## config.mk

```make
export PLATFORM = sky130hd
export DESIGN_NAME = armCpu
export DESIGN_NICKNAME = d
export VERILOG_FILES = /design/src/hw/armTypesPkg.sv /design/src/hw/armIsaPkg.sv /design/src/hw/regFile.sv /design/src/hw/fetchStage.sv /design/src/hw/decodeStage.sv /design/src/hw/executeStage.sv /design/src/hw/memoryStage.sv /design/src/hw/armCpu.sv
export SDC_FILE = /design/constraint.sdc
export NUM_CORES = 2
export LEC_CHECK = 0
export BUFFER_PORTS_ARGS = -buffer_cell sky130_fd_sc_hd__buf_2
export CAP_MARGIN = 20
export CORE_UTILIZATION = 43
export CTS_CLUSTER_SIZE = 40
export DETAILED_ROUTE_END_ITERATION = 10
export GPL_TIMING_DRIVEN = 0
export SETUP_SLACK_MARGIN = 0.15
export SYNTH_ARGS = -nofsm -noshare
export SYNTH_HDL_FRONTEND = slang
export SYNTH_SLANG_ARGS = --single-unit
```

## constraint.sdc

```tcl
create_clock -name clk -period 11.1 [get_ports clk]
set_input_delay 1.665 -clock clk [delete_from_list [all_inputs] [get_ports clk]]
set_output_delay 1.665 -clock clk [all_outputs]
set_load 0.02 [all_outputs]
```

## src/hw/armTypesPkg.sv

```systemverilog
package armTypesPkg;

  // Data value, address or instruction word
  typedef logic [31:0] word;

  // Register number
  // r15 reads as the branch base PC+8
  typedef logic [3:0] regAddr;

  // Condition flags, N Z C V from msb down
  typedef logic [3:0] flags;

  // Flag bit positions
  localparam int flagN = 3;
  localparam int flagZ = 2;
  localparam int flagC = 1;
  localparam int flagV = 0;

  // Register number that maps to the PC
  localparam regAddr pcReg = 4'd15;

endpackage

```

## src/hw/armIsaPkg.sv

```systemverilog
package armIsaPkg;

  // Instruction class, bits 27:26
  typedef enum logic [1:0] {
    clsData   = 2'b00,
    clsMem    = 2'b01,
    clsBranch = 2'b10
  } instrClass;

  // ALU command, ARM opcode bits 24:21
  typedef enum logic [3:0] {
    cmdAnd = 4'b0000,
    cmdSub = 4'b0010,
    cmdAdd = 4'b0100,
    cmdOrr = 4'b1100,
    cmdMov = 4'b1101
  } aluCmd;

  // Condition field, bits 31:28
  typedef enum logic [3:0] {
    condEq = 4'b0000,
    condNe = 4'b0001,
    condGe = 4'b1010,
    condLt = 4'b1011,
    condAl = 4'b1110
  } condCode;

  // Field positions
  localparam int condHi  = 31;
  localparam int condLo  = 28;
  localparam int classHi = 27;
  localparam int classLo = 26;
  localparam int immBit  = 25;
  localparam int cmdHi   = 24;
  localparam int cmdLo   = 21;
  localparam int upBit   = 23;
  // S for data processing, L for LDR/STR
  localparam int sBit    = 20;
  localparam int rnHi    = 19;
  localparam int rnLo    = 16;
  localparam int rdHi    = 15;
  localparam int rdLo    = 12;
  localparam int rmHi    = 3;
  localparam int rmLo    = 0;

  // MOV r0, r0 under AL, decoded as a bubble
  localparam logic [31:0] nopInstr = 32'hE1A0_0000;

endpackage

```

## src/hw/regFile.sv

```systemverilog
`timescale 1ns/1ps

module regFile import armTypesPkg::*; (
  input  logic   clk,
  input  logic   rstN,
  input  regAddr rdAddrA,
  input  regAddr rdAddrB,
  output word    rdDataA,
  output word    rdDataB,
  input  logic   wrEn,
  input  regAddr wrAddr,
  input  word    wrData,
  input  word    pcPlus8
);

  word regs [0:14];

  always_ff @(posedge clk or negedge rstN) begin
    if (!rstN) begin
      for (int i = 0; i < 15; i++) begin
        regs[i] <= '0;
      end
    end else if (wrEn && wrAddr != pcReg) begin
      regs[wrAddr] <= wrData;
    end
  end

  // r15 is the PC, same-cycle writes bypass the array
  always_comb begin
    if (rdAddrA == pcReg)                 rdDataA = pcPlus8;
    else if (wrEn && wrAddr == rdAddrA)   rdDataA = wrData;
    else                                  rdDataA = regs[rdAddrA];
    if (rdAddrB == pcReg)                 rdDataB = pcPlus8;
    else if (wrEn && wrAddr == rdAddrB)   rdDataB = wrData;
    else                                  rdDataB = regs[rdAddrB];
  end

endmodule

```

## src/hw/fetchStage.sv

```systemverilog
`timescale 1ns/1ps

module fetchStage import armTypesPkg::*, armIsaPkg::*; #(
  parameter word resetAddr = '0
) (
  input  logic clk,
  input  logic rstN,
  input  logic branchTaken,
  input  word  branchTarget,
  input  word  instruction,
  output word  pc,
  output word  instrD,
  output word  pcPlus8D
);

  word pcPlus4;
  word pcNext;

  assign pcPlus4 = pc + 32'd4;
  assign pcNext  = branchTaken ? branchTarget : pcPlus4;

  // PC and the fetched word, a taken branch kills the fetch
  always_ff @(posedge clk or negedge rstN) begin
    if (!rstN) begin
      pc     <= resetAddr;
      instrD <= nopInstr;
    end else begin
      pc     <= pcNext;
      instrD <= branchTaken ? nopInstr : instruction;
    end
  end

  // Address of the decoded instruction plus 8
  always_ff @(posedge clk) begin
    pcPlus8D <= pcPlus4 + 32'd4;
  end

  // Branch targets from execute must keep the PC aligned
  pcAligned: assert property (@(posedge clk) disable iff (!rstN) pc[1:0] == 2'b00)
    else $error("pc not word aligned: %h", pc);

endmodule

```

## src/hw/decodeStage.sv

```systemverilog
`timescale 1ns/1ps

module decodeStage import armTypesPkg::*, armIsaPkg::*; (
  input  logic    clk,
  input  logic    rstN,
  input  word     instrD,
  input  word     pcPlus8D,
  input  logic    flush,
  input  word     resultW,
  input  logic    regWriteW,
  input  regAddr  destW,
  output logic    regWriteE,
  output logic    memWriteE,
  output logic    memToRegE,
  output logic    isBranchE,
  output aluCmd   aluCmdE,
  output logic    setFlagsE,
  output logic    useImmE,
  output condCode condE,
  output word     rdAE,
  output word     rdBE,
  output word     immE,
  output regAddr  destE
);

  instrClass cls;
  logic      isNop;
  logic      isData;
  logic      isMem;
  logic      isLoad;
  regAddr    rn;
  regAddr    rd;
  regAddr    rm;
  regAddr    addrB;
  word       rdDataA;
  word       rdDataB;
  word       immD;
  aluCmd     cmdD;

  assign cls    = instrClass'(instrD[classHi:classLo]);
  assign isNop  = (instrD == nopInstr);
  assign isData = (cls == clsData) && !isNop;
  assign isMem  = (cls == clsMem);
  assign isLoad = isMem && instrD[sBit];

  assign rn = instrD[rnHi:rnLo];
  assign rd = instrD[rdHi:rdLo];
  assign rm = instrD[rmHi:rmLo];

  // Stores read Rd on port B as the store data
  assign addrB = isMem ? rd : rm;

  regFile uRegs (
    .clk    (clk),
    .rstN   (rstN),
    .rdAddrA(rn),
    .rdAddrB(addrB),
    .rdDataA(rdDataA),
    .rdDataB(rdDataB),
    .wrEn   (regWriteW),
    .wrAddr (destW),
    .wrData (resultW),
    .pcPlus8(pcPlus8D)
  );

  // Immediate and ALU command by class
  always_comb begin
    case (cls)
      clsMem: begin
        immD = {20'b0, instrD[11:0]};
        // U bit picks add or subtract of the offset
        cmdD = instrD[upBit] ? cmdAdd : cmdSub;
      end
      clsBranch: begin
        // Branch immediate already holds the target
        immD = pcPlus8D + {{6{instrD[23]}}, instrD[23:0], 2'b00};
        cmdD = cmdAdd;
      end
      default: begin
        immD = {24'b0, instrD[7:0]};
        cmdD = aluCmd'(instrD[cmdHi:cmdLo]);
      end
    endcase
  end

  // Control bits, cleared on flush
  always_ff @(posedge clk or negedge rstN) begin
    if (!rstN) begin
      regWriteE <= 1'b0;
      memWriteE <= 1'b0;
      memToRegE <= 1'b0;
      isBranchE <= 1'b0;
      setFlagsE <= 1'b0;
    end else begin
      regWriteE <= !flush && (isData || isLoad);
      memWriteE <= !flush && isMem && !instrD[sBit];
      memToRegE <= !flush && isLoad;
      isBranchE <= !flush && (cls == clsBranch);
      setFlagsE <= !flush && isData && instrD[sBit];
    end
  end

  always_ff @(posedge clk) begin
    aluCmdE <= cmdD;
    condE   <= condCode'(instrD[condHi:condLo]);
    useImmE <= isMem || (isData && instrD[immBit]);
    rdAE    <= rdDataA;
    rdBE    <= rdDataB;
    immE    <= immD;
    destE   <= rd;
  end

endmodule

```

## src/hw/executeStage.sv

```systemverilog
`timescale 1ns/1ps

module executeStage import armTypesPkg::*, armIsaPkg::*; (
  input  logic    clk,
  input  logic    rstN,
  input  logic    regWriteE,
  input  logic    memWriteE,
  input  logic    memToRegE,
  input  logic    isBranchE,
  input  aluCmd   aluCmdE,
  input  logic    setFlagsE,
  input  logic    useImmE,
  input  condCode condE,
  input  word     rdAE,
  input  word     rdBE,
  input  word     immE,
  input  regAddr  destE,
  output logic    branchTaken,
  output word     branchTarget,
  output logic    regWriteM,
  output logic    memWriteM,
  output logic    memToRegM,
  output word     aluOutM,
  output word     storeDataM,
  output regAddr  destM
);

  word         srcB;
  word         aluResult;
  logic [32:0] wideSum;
  logic        carry;
  logic        overflow;
  logic        condPass;
  flags        flagReg;
  flags        aluFlags;

  assign srcB = useImmE ? immE : rdBE;

  // Logical ops and MOV leave C and V alone
  always_comb begin
    wideSum   = '0;
    aluResult = srcB;
    carry     = flagReg[flagC];
    overflow  = flagReg[flagV];
    case (aluCmdE)
      cmdAdd: begin
        wideSum   = {1'b0, rdAE} + {1'b0, srcB};
        aluResult = wideSum[31:0];
        carry     = wideSum[32];
        overflow  = (rdAE[31] == srcB[31]) && (aluResult[31] != rdAE[31]);
      end
      cmdSub: begin
        // Carry set means no borrow as on ARM
        wideSum   = {1'b0, rdAE} + {1'b0, ~srcB} + 33'd1;
        aluResult = wideSum[31:0];
        carry     = wideSum[32];
        overflow  = (rdAE[31] != srcB[31]) && (aluResult[31] != rdAE[31]);
      end
      cmdAnd:  aluResult = rdAE & srcB;
      cmdOrr:  aluResult = rdAE | srcB;
      default: aluResult = srcB;
    endcase
  end

  assign aluFlags = {aluResult[31], aluResult == '0, carry, overflow};

  always_comb begin
    case (condE)
      condEq:  condPass = flagReg[flagZ];
      condNe:  condPass = !flagReg[flagZ];
      condGe:  condPass = flagReg[flagN] == flagReg[flagV];
      condLt:  condPass = flagReg[flagN] != flagReg[flagV];
      condAl:  condPass = 1'b1;
      default: condPass = 1'b0;
    endcase
  end

  assign branchTaken  = isBranchE && condPass;
  assign branchTarget = immE;

  always_ff @(posedge clk or negedge rstN) begin
    if (!rstN) begin
      flagReg <= '0;
    end else if (setFlagsE && condPass) begin
      flagReg <= aluFlags;
    end
  end

  // Failed conditions leave a bubble
  always_ff @(posedge clk or negedge rstN) begin
    if (!rstN) begin
      regWriteM <= 1'b0;
      memWriteM <= 1'b0;
      memToRegM <= 1'b0;
    end else begin
      regWriteM <= regWriteE && condPass;
      memWriteM <= memWriteE && condPass;
      memToRegM <= memToRegE && condPass;
    end
  end

  always_ff @(posedge clk) begin
    aluOutM    <= aluResult;
    storeDataM <= rdBE;
    destM      <= destE;
  end

  // The slot behind a taken branch arrives here as a bubble
  flushBubble: assert property (@(posedge clk) disable iff (!rstN)
    branchTaken |=> !(regWriteE || memWriteE || setFlagsE || isBranchE))
    else $error("instruction behind a taken branch was not flushed");

endmodule

```

## src/hw/memoryStage.sv

```systemverilog
`timescale 1ns/1ps

module memoryStage import armTypesPkg::*; (
  input  logic   clk,
  input  logic   rstN,
  input  logic   regWriteM,
  input  logic   memWriteM,
  input  logic   memToRegM,
  input  word    aluOutM,
  input  word    storeDataM,
  input  regAddr destM,
  input  word    readData,
  output word    dataAddr,
  output word    writeData,
  output logic   memWrite,
  output word    resultW,
  output logic   regWriteW,
  output regAddr destW
);

  logic memToRegW;
  word  readDataW;
  word  aluOutW;

  // Data memory sees the execute/memory register directly
  assign dataAddr  = aluOutM;
  assign writeData = storeDataM;
  assign memWrite  = memWriteM;

  always_ff @(posedge clk or negedge rstN) begin
    if (!rstN) begin
      regWriteW <= 1'b0;
    end else begin
      regWriteW <= regWriteM;
    end
  end

  always_ff @(posedge clk) begin
    memToRegW <= memToRegM;
    readDataW <= readData;
    aluOutW   <= aluOutM;
    destW     <= destM;
  end

  // Writeback select
  assign resultW = memToRegW ? readDataW : aluOutW;

endmodule

```

## src/hw/armCpu.sv

```systemverilog
`timescale 1ns/1ps

module armCpu import armTypesPkg::*, armIsaPkg::*; #(
  parameter word resetAddr = '0
) (
  input  logic clk,
  input  logic rstN,
  input  word  instruction,
  input  word  readData,
  output word  pc,
  output word  dataAddr,
  output word  writeData,
  output logic memWrite
);

  // Fetch to decode
  word     instrD;
  word     pcPlus8D;

  // Decode to execute
  logic    regWriteE;
  logic    memWriteE;
  logic    memToRegE;
  logic    isBranchE;
  logic    setFlagsE;
  logic    useImmE;
  aluCmd   aluCmdE;
  condCode condE;
  word     rdAE;
  word     rdBE;
  word     immE;
  regAddr  destE;

  // Execute to memory, and the branch back to fetch
  logic    branchTaken;
  word     branchTarget;
  logic    regWriteM;
  logic    memWriteM;
  logic    memToRegM;
  word     aluOutM;
  word     storeDataM;
  regAddr  destM;

  // Writeback into the register file
  word     resultW;
  logic    regWriteW;
  regAddr  destW;

  fetchStage #(
    .resetAddr(resetAddr)
  ) uFetch (
    .clk         (clk),
    .rstN        (rstN),
    .branchTaken (branchTaken),
    .branchTarget(branchTarget),
    .instruction (instruction),
    .pc          (pc),
    .instrD      (instrD),
    .pcPlus8D    (pcPlus8D)
  );

  decodeStage uDecode (
    .clk       (clk),
    .rstN      (rstN),
    .instrD    (instrD),
    .pcPlus8D  (pcPlus8D),
    .flush     (branchTaken),
    .resultW   (resultW),
    .regWriteW (regWriteW),
    .destW     (destW),
    .regWriteE (regWriteE),
    .memWriteE (memWriteE),
    .memToRegE (memToRegE),
    .isBranchE (isBranchE),
    .aluCmdE   (aluCmdE),
    .setFlagsE (setFlagsE),
    .useImmE   (useImmE),
    .condE     (condE),
    .rdAE      (rdAE),
    .rdBE      (rdBE),
    .immE      (immE),
    .destE     (destE)
  );

  executeStage uExecute (
    .clk         (clk),
    .rstN        (rstN),
    .regWriteE   (regWriteE),
    .memWriteE   (memWriteE),
    .memToRegE   (memToRegE),
    .isBranchE   (isBranchE),
    .aluCmdE     (aluCmdE),
    .setFlagsE   (setFlagsE),
    .useImmE     (useImmE),
    .condE       (condE),
    .rdAE        (rdAE),
    .rdBE        (rdBE),
    .immE        (immE),
    .destE       (destE),
    .branchTaken (branchTaken),
    .branchTarget(branchTarget),
    .regWriteM   (regWriteM),
    .memWriteM   (memWriteM),
    .memToRegM   (memToRegM),
    .aluOutM     (aluOutM),
    .storeDataM  (storeDataM),
    .destM       (destM)
  );

  memoryStage uMemory (
    .clk       (clk),
    .rstN      (rstN),
    .regWriteM (regWriteM),
    .memWriteM (memWriteM),
    .memToRegM (memToRegM),
    .aluOutM   (aluOutM),
    .storeDataM(storeDataM),
    .destM     (destM),
    .readData  (readData),
    .dataAddr  (dataAddr),
    .writeData (writeData),
    .memWrite  (memWrite),
    .resultW   (resultW),
    .regWriteW (regWriteW),
    .destW     (destW)
  );

endmodule

```

After elaboration in Yosys (flattened, before gate mapping):

Cells that the tools add are included.

* register bits: 834
* bits in latches: 0
* RAM bits: 0
* bits in read-only memories: 0
* input bits: 66
* output and inout port bits: 97
* word-level logic and storage cells: 137
* memories kept: 0

* $add $sub $neg: 6
* multipliers: 0
* div/mod/pow operators: 0
* magnitude comparators: 4
* equality and inequality tests: 21
* shift-type cells: 0
* muxes and demuxes: 24
* bitwise gates (word level): 6
* reductions and logical operators: 33

Operator list (count)
* bitwise mux 480 bit: 1
* two-way mux 32 bit: 13
* binary-select mux 32 bit (select 4 bit): 2
* demux 32 bit (select 4 bit): 1
* case mux 32 bit (4 select lines): 1
* adder 32 bit: 3
* adder 32 x 3 -> 32 bit, second input constant: 2
* case mux 32 bit (2 select lines): 1
* adder 32 x 1 -> 32 bit, second input constant: 1
* AND 32 bit: 1
* == test 32 bit, second input constant: 1
* zero test 32 bit: 1
* NOT 32 bit: 1
* OR 32 bit: 1
* == test 4 bit, second input constant: 6
* logical AND 1 bit: 21
* >= comparator 5 bit, second input constant: 3
* NOT 4 -> 5 bit: 3
* == test 4 bit: 2
* zero test 4 bit: 2
* case mux 4 bit (2 select lines): 1
* < comparator 5 x 1 -> 1 bit, second input constant: 1
* case mux 1 bit (5 select lines): 1
* == test 4 x 1 -> 1 bit, second input constant: 1
* 15 further kinds: 23

Logic depth before layout (Yosys ltp):

* word-level depth: 8
* depth in mapped cells: 20
* gate-level depth less buffers: 17

Hierarchy:

Synthesis repeated with hierarchy kept, for this count alone.

* cells, all modules: 4114
* area, all modules: 46692.3 µm²

Modules (own cells, without submodules)
* regFile: instances 1, cells an instance 2049, area each 27045.9 µm², seq. area each 12011.5 µm²
* executeStage: instances 1, cells an instance 1052, area each 8293.0 µm², seq. area each 1511.4 µm²
* decodeStage: instances 1, cells an instance 452, area each 4584.4 µm², seq. area each 2307.2 µm²
* fetchStage: instances 1, cells an instance 390, area each 4330.4 µm², seq. area each 2249.7 µm²
* memoryStage: instances 1, cells an instance 171, area each 2438.6 µm², seq. area each 1406.3 µm²

Least setup slack after synthesis:

No wires, ideal clock.

* path kind: reg2reg
* start: reg uDecode.useImmE
* end: reg uExecute.flagReg[2]
* setup time: 0.076 ns
* arrival: 4.371 ns
* path slack: 6.652 ns
* cell stages (with the launch flop): 19
* path buffers: 5
* cells stage by stage: dfxtp_1 > clkbuf_1 > clkbuf_1 > buf_2 > buf_2 > mux2_2 > inv_1 > ha_1 > clkbuf_1 > nor2_1 > nand3_1 > or3_1 > o21a_1 > a21oi_1 > a221oi_1 > or4_1 > nor4_1 > nand4b_1 > o21ai_1

* cells in the longest elaborated chain, start to end: 6
* elaborated cells between the ends (all ways): 9
* classes of those cells: add/sub (3); mux (2); bitwise (3); reduce/logical (1)

Ends and longest elaborated chain
* start: declaration: line decodeStage.sv:18 `output logic useImmE,`
* start signal: assignment: line decodeStage.sv:106 `useImmE <= isMem || (isData && instrD[immBit]);`
* two-way mux 32 bit (*): line executeStage.sv:37 `assign srcB = useImmE ? immE : rdBE;`
* NOT 32 bit: line executeStage.sv:54 `wideSum = {1'b0, rdAE} + {1'b0, ~srcB} + 33'd1;`
* adder 32 bit: line executeStage.sv:54
* adder 32 x 1 -> 32 bit: line executeStage.sv:54
* case mux 32 bit (4 select lines) (*): line executeStage.sv:45 `case (aluCmdE)`
* via uExecute.aluResult[23]: line executeStage.sv:29 `word aluResult;`
* zero test 32 bit (*): line executeStage.sv:65 `assign aluFlags = {aluResult[31], aluResult == '0, carry, overflow};`
* end signal: assignment: line executeStage.sv:85 `flagReg <= aluFlags;`
* end: declaration: line executeStage.sv:34 `flags flagReg;`

The timed path passes the listed nets; every way through them passes the cells marked *.
A chain may end at the register's enable or synchronous reset.

Final worst setup path:

Same ends and word-level chain as after synthesis.

==> qor.csv <==
metric,value,unit
status,"finished, final reports clean",
routed_wirelength,157500,um
numPortBuffers,162,
path_depth,17,
die-width,320.2,um
core.rowCount,116,
drt_iter0_drc,4121,
syn_area,43520,um^2
startpoint_type,flop,
cts_buffers,92,
final-setup-viol-count,0,
path_clk_slew,0.07,ns
grt_pass1_vias,34792,
skew,0.03337,ns
cts_hold_buf,0,
ir_drop,0.0001256,V
grt_pass1_wl,232000,um
cpPeakStageDelay,0.75,ns
hpwl,120900,um
synth_edf_count,0,
drv_slew,0,
initial_core_util,43.46,%
grt_use_met1,41.26,%
grt_setup_unrepaired,no,
stdcell_area,49580,um^2
cp_top_family,simple AND/OR/NAND/NOR gates,
cp.required,11.69,ns
drc,0,
routed_via_density,6.027,
cp_common_cell,clkbuf_1,
die_h,320.2,um
syn_nets,4475,
cts_tree,done,
drive_above_1_share,15.49,%
final_common_cell,dfrtp_1,
critPathCapture,uExecute.flagReg[2],
yosysSeqAreaShare,44.77,%
r2r_slack,4.29,ns
regMostFlops,uDecode.uRegs.regs,
cts_setup_buffers,0,
ctsResizeCount,0,
final_nets,4760,
startpoint,uDecode.useImmE,
slowest_stage,clkbuf_1,
via_count,35687,
synth-async-reset-ratio,66.67,%
grt_usage,30.54,%
coreArea,100100,um^2
end_kind,flop,
tightest_slew,1.238,ns
clockBufferDepth,3,
wl_per_cell,26.60,um
power_leakage,21.43,nW
r2r_start,uDecode.useImmE,
final_cell_mix,"dfrtp_1 (550), nor2_1 (490), a21oi_1 (450)",
clock_latency,0.67,ns
ys.flop_type,dfrtp_1,
synth_cell_types,116,
grt_start_max_net_pins,121,
dp_slack,4.508,ns
yosysWarnings,0,
areaGrowthSynthToFinish,13.92,%
cp.arrival,7.40,ns
placed_cell_area,46380,um^2
ctsHtreeMaxLevel,3,
met2_usage,48.48,%
avgSynthCellArea,10.22,um^2
firstDrtPassIters,6,
powerDensity,220.2,nW/um^2
cts_root_buffer,clkbuf_16,
maxCapViolCount,0,
ios,163,
rr_worst_depth,17,
fmax,0.1469,GHz
ant_nets,0,
crit_type,reg -> reg,
clock-sinks,834,
path_max_fanout,10,
p_total,10.92,mW
cp.buffers_inverters,4,
largest_register_ffs,480,
synthCells,4260,
path_cells,clkbuf_1 -> clkbuf_1 -> buf_2 -> mux2i_1 -> ha_1 -> clkbuf_1 -> a21oi_1 -> o311ai_0 -> a311oi_1 -> o31ai_1 -> mux2_2 -> nand3_1 -> nor4_2 -> nand4bb_1 -> nor4_1 -> nand4b_1 -> o21ai_1,
setup_ws,4.293,ns
met3_usage,5.714,%
post-route-period-util,61.33,%
overflow,0,
final-hold-violation-count,0,
antenna_found_initial,6,
busiest_layer,met2,
worstHoldPathType,reg -> reg,
gp_congestion,0.9522,
ys_ff_latch,834,
rr_endpoint,uExecute.flagReg[2],
maxSlewHeadroom,15.11,%
period_needed,6.807,ns
die-area,102500,um^2
[layout make-up]
type	count	area [um^2]
fill	9203	50560
sequential	834	19490
tap	1298	1624
clock buffer	134	2673
clock inverter	37	499.2
buffer	312	1230
antenna	1	2.502
inverter	134	503.0
timing repair buffer	191	1240
multi-input combinational	2980	22330
[worst min-delay path by stage]
stage / from / end / slack, ns / cells past startpoint
after floorplan: uDecode.destE[0] / uExecute.destM[0] / 0.31 / 0
after global placement: uExecute.destM[3] / uMemory.destW[3] / 0.31 / 0
after detailed placement: uDecode.destE[3] / uExecute.destM[3] / 0.31 / 0
after CTS: uDecode.destE[1] / uExecute.destM[1] / 0.33 / 0
after global routing: uExecute.destM[1] / uMemory.destW[1] / 0.34 / 0
final: uExecute.destM[2] / uMemory.destW[2] / 0.33 / 0
[logic make-up after synthesis]
logic type	after synthesis	synth area share, %
mux	468	18.06
xor+xnor	114	2.294
simple gates	1184	12.07
flops	834	44.77
fa+ha+maj	149	4.335
compound gates	1065	14.49
buf+inv	446	3.981
[Yosys cell counts, drive strengths merged (6+ instances only)]
cell	n	area [um^2]
dfrtp	550	13760
nor2	490	1839
a21oi	452	2277
nand2	396	1489
o21ai	370	1867
dfxtp	278	5565
clkbuf	251	942.2
mux4	251	5653
mux2i	188	1882
ha	146	1827
inv	134	503.0
xnor2	75	656.9
buf	61	287.8
and2	43	269.0
nand3	43	215.2
xor2	39	341.6
nor3	37	196.4
a21o	31	240.2
mux2	29	326.6
nand2b	24	150.1
a211oi	23	192.7
nor2b	21	131.4
nand4	20	125.1
and3	18	113.9
a221oi	17	191.4
o211ai	17	132.6
nor4	15	100.1
o31ai	15	112.6
o21a	14	105.1
or2	14	87.59
or3	13	86.33
o21bai	12	93.84
o221ai	11	96.34
a31oi	10	83.83
nor4b	10	108.9
nand3b	9	67.56
nor3b	9	67.56
a22oi	8	60.06
a2111oi	7	93.85
a32o	6	60.06
dfstp	6	157.7
o2111ai	6	70.07
[power breakdown]
group | total, mW | internal (mW) | switching, mW
Sequential | 4.11 | 3.60 | 0.517
Clock | 3.24 | 1.91 | 1.33
Combinational | 3.57 | 1.34 | 2.23
Total | 10.9 | 6.85 | 4.07
[through the flow]
step / cells / util [%] / hold WS [ns] / TNS (ns)
2_1_floorplan: 4260 / - / 0.3096 / 0
3_3_place_gp: 5720 / 45.89 / 0.3128 / -1977.14
3_5_place_dp: 5747 / 46.31 / 0.3146 / 0
4_1_cts: 5918 / 49.48 / 0.3295 / 0
5_1_grt: 5920 / 49.51 / 0.3386 / 0
6_report: 5921 / 49.51 / 0.3311 / 0
[layer usage]
metal  vias up  wire (um)
li1      15770          -
met1     17885      64870
met2      1688      72290
met3       342      13590
met4         2       6762
met5         -         12
(Power assumes the default switching activity.)
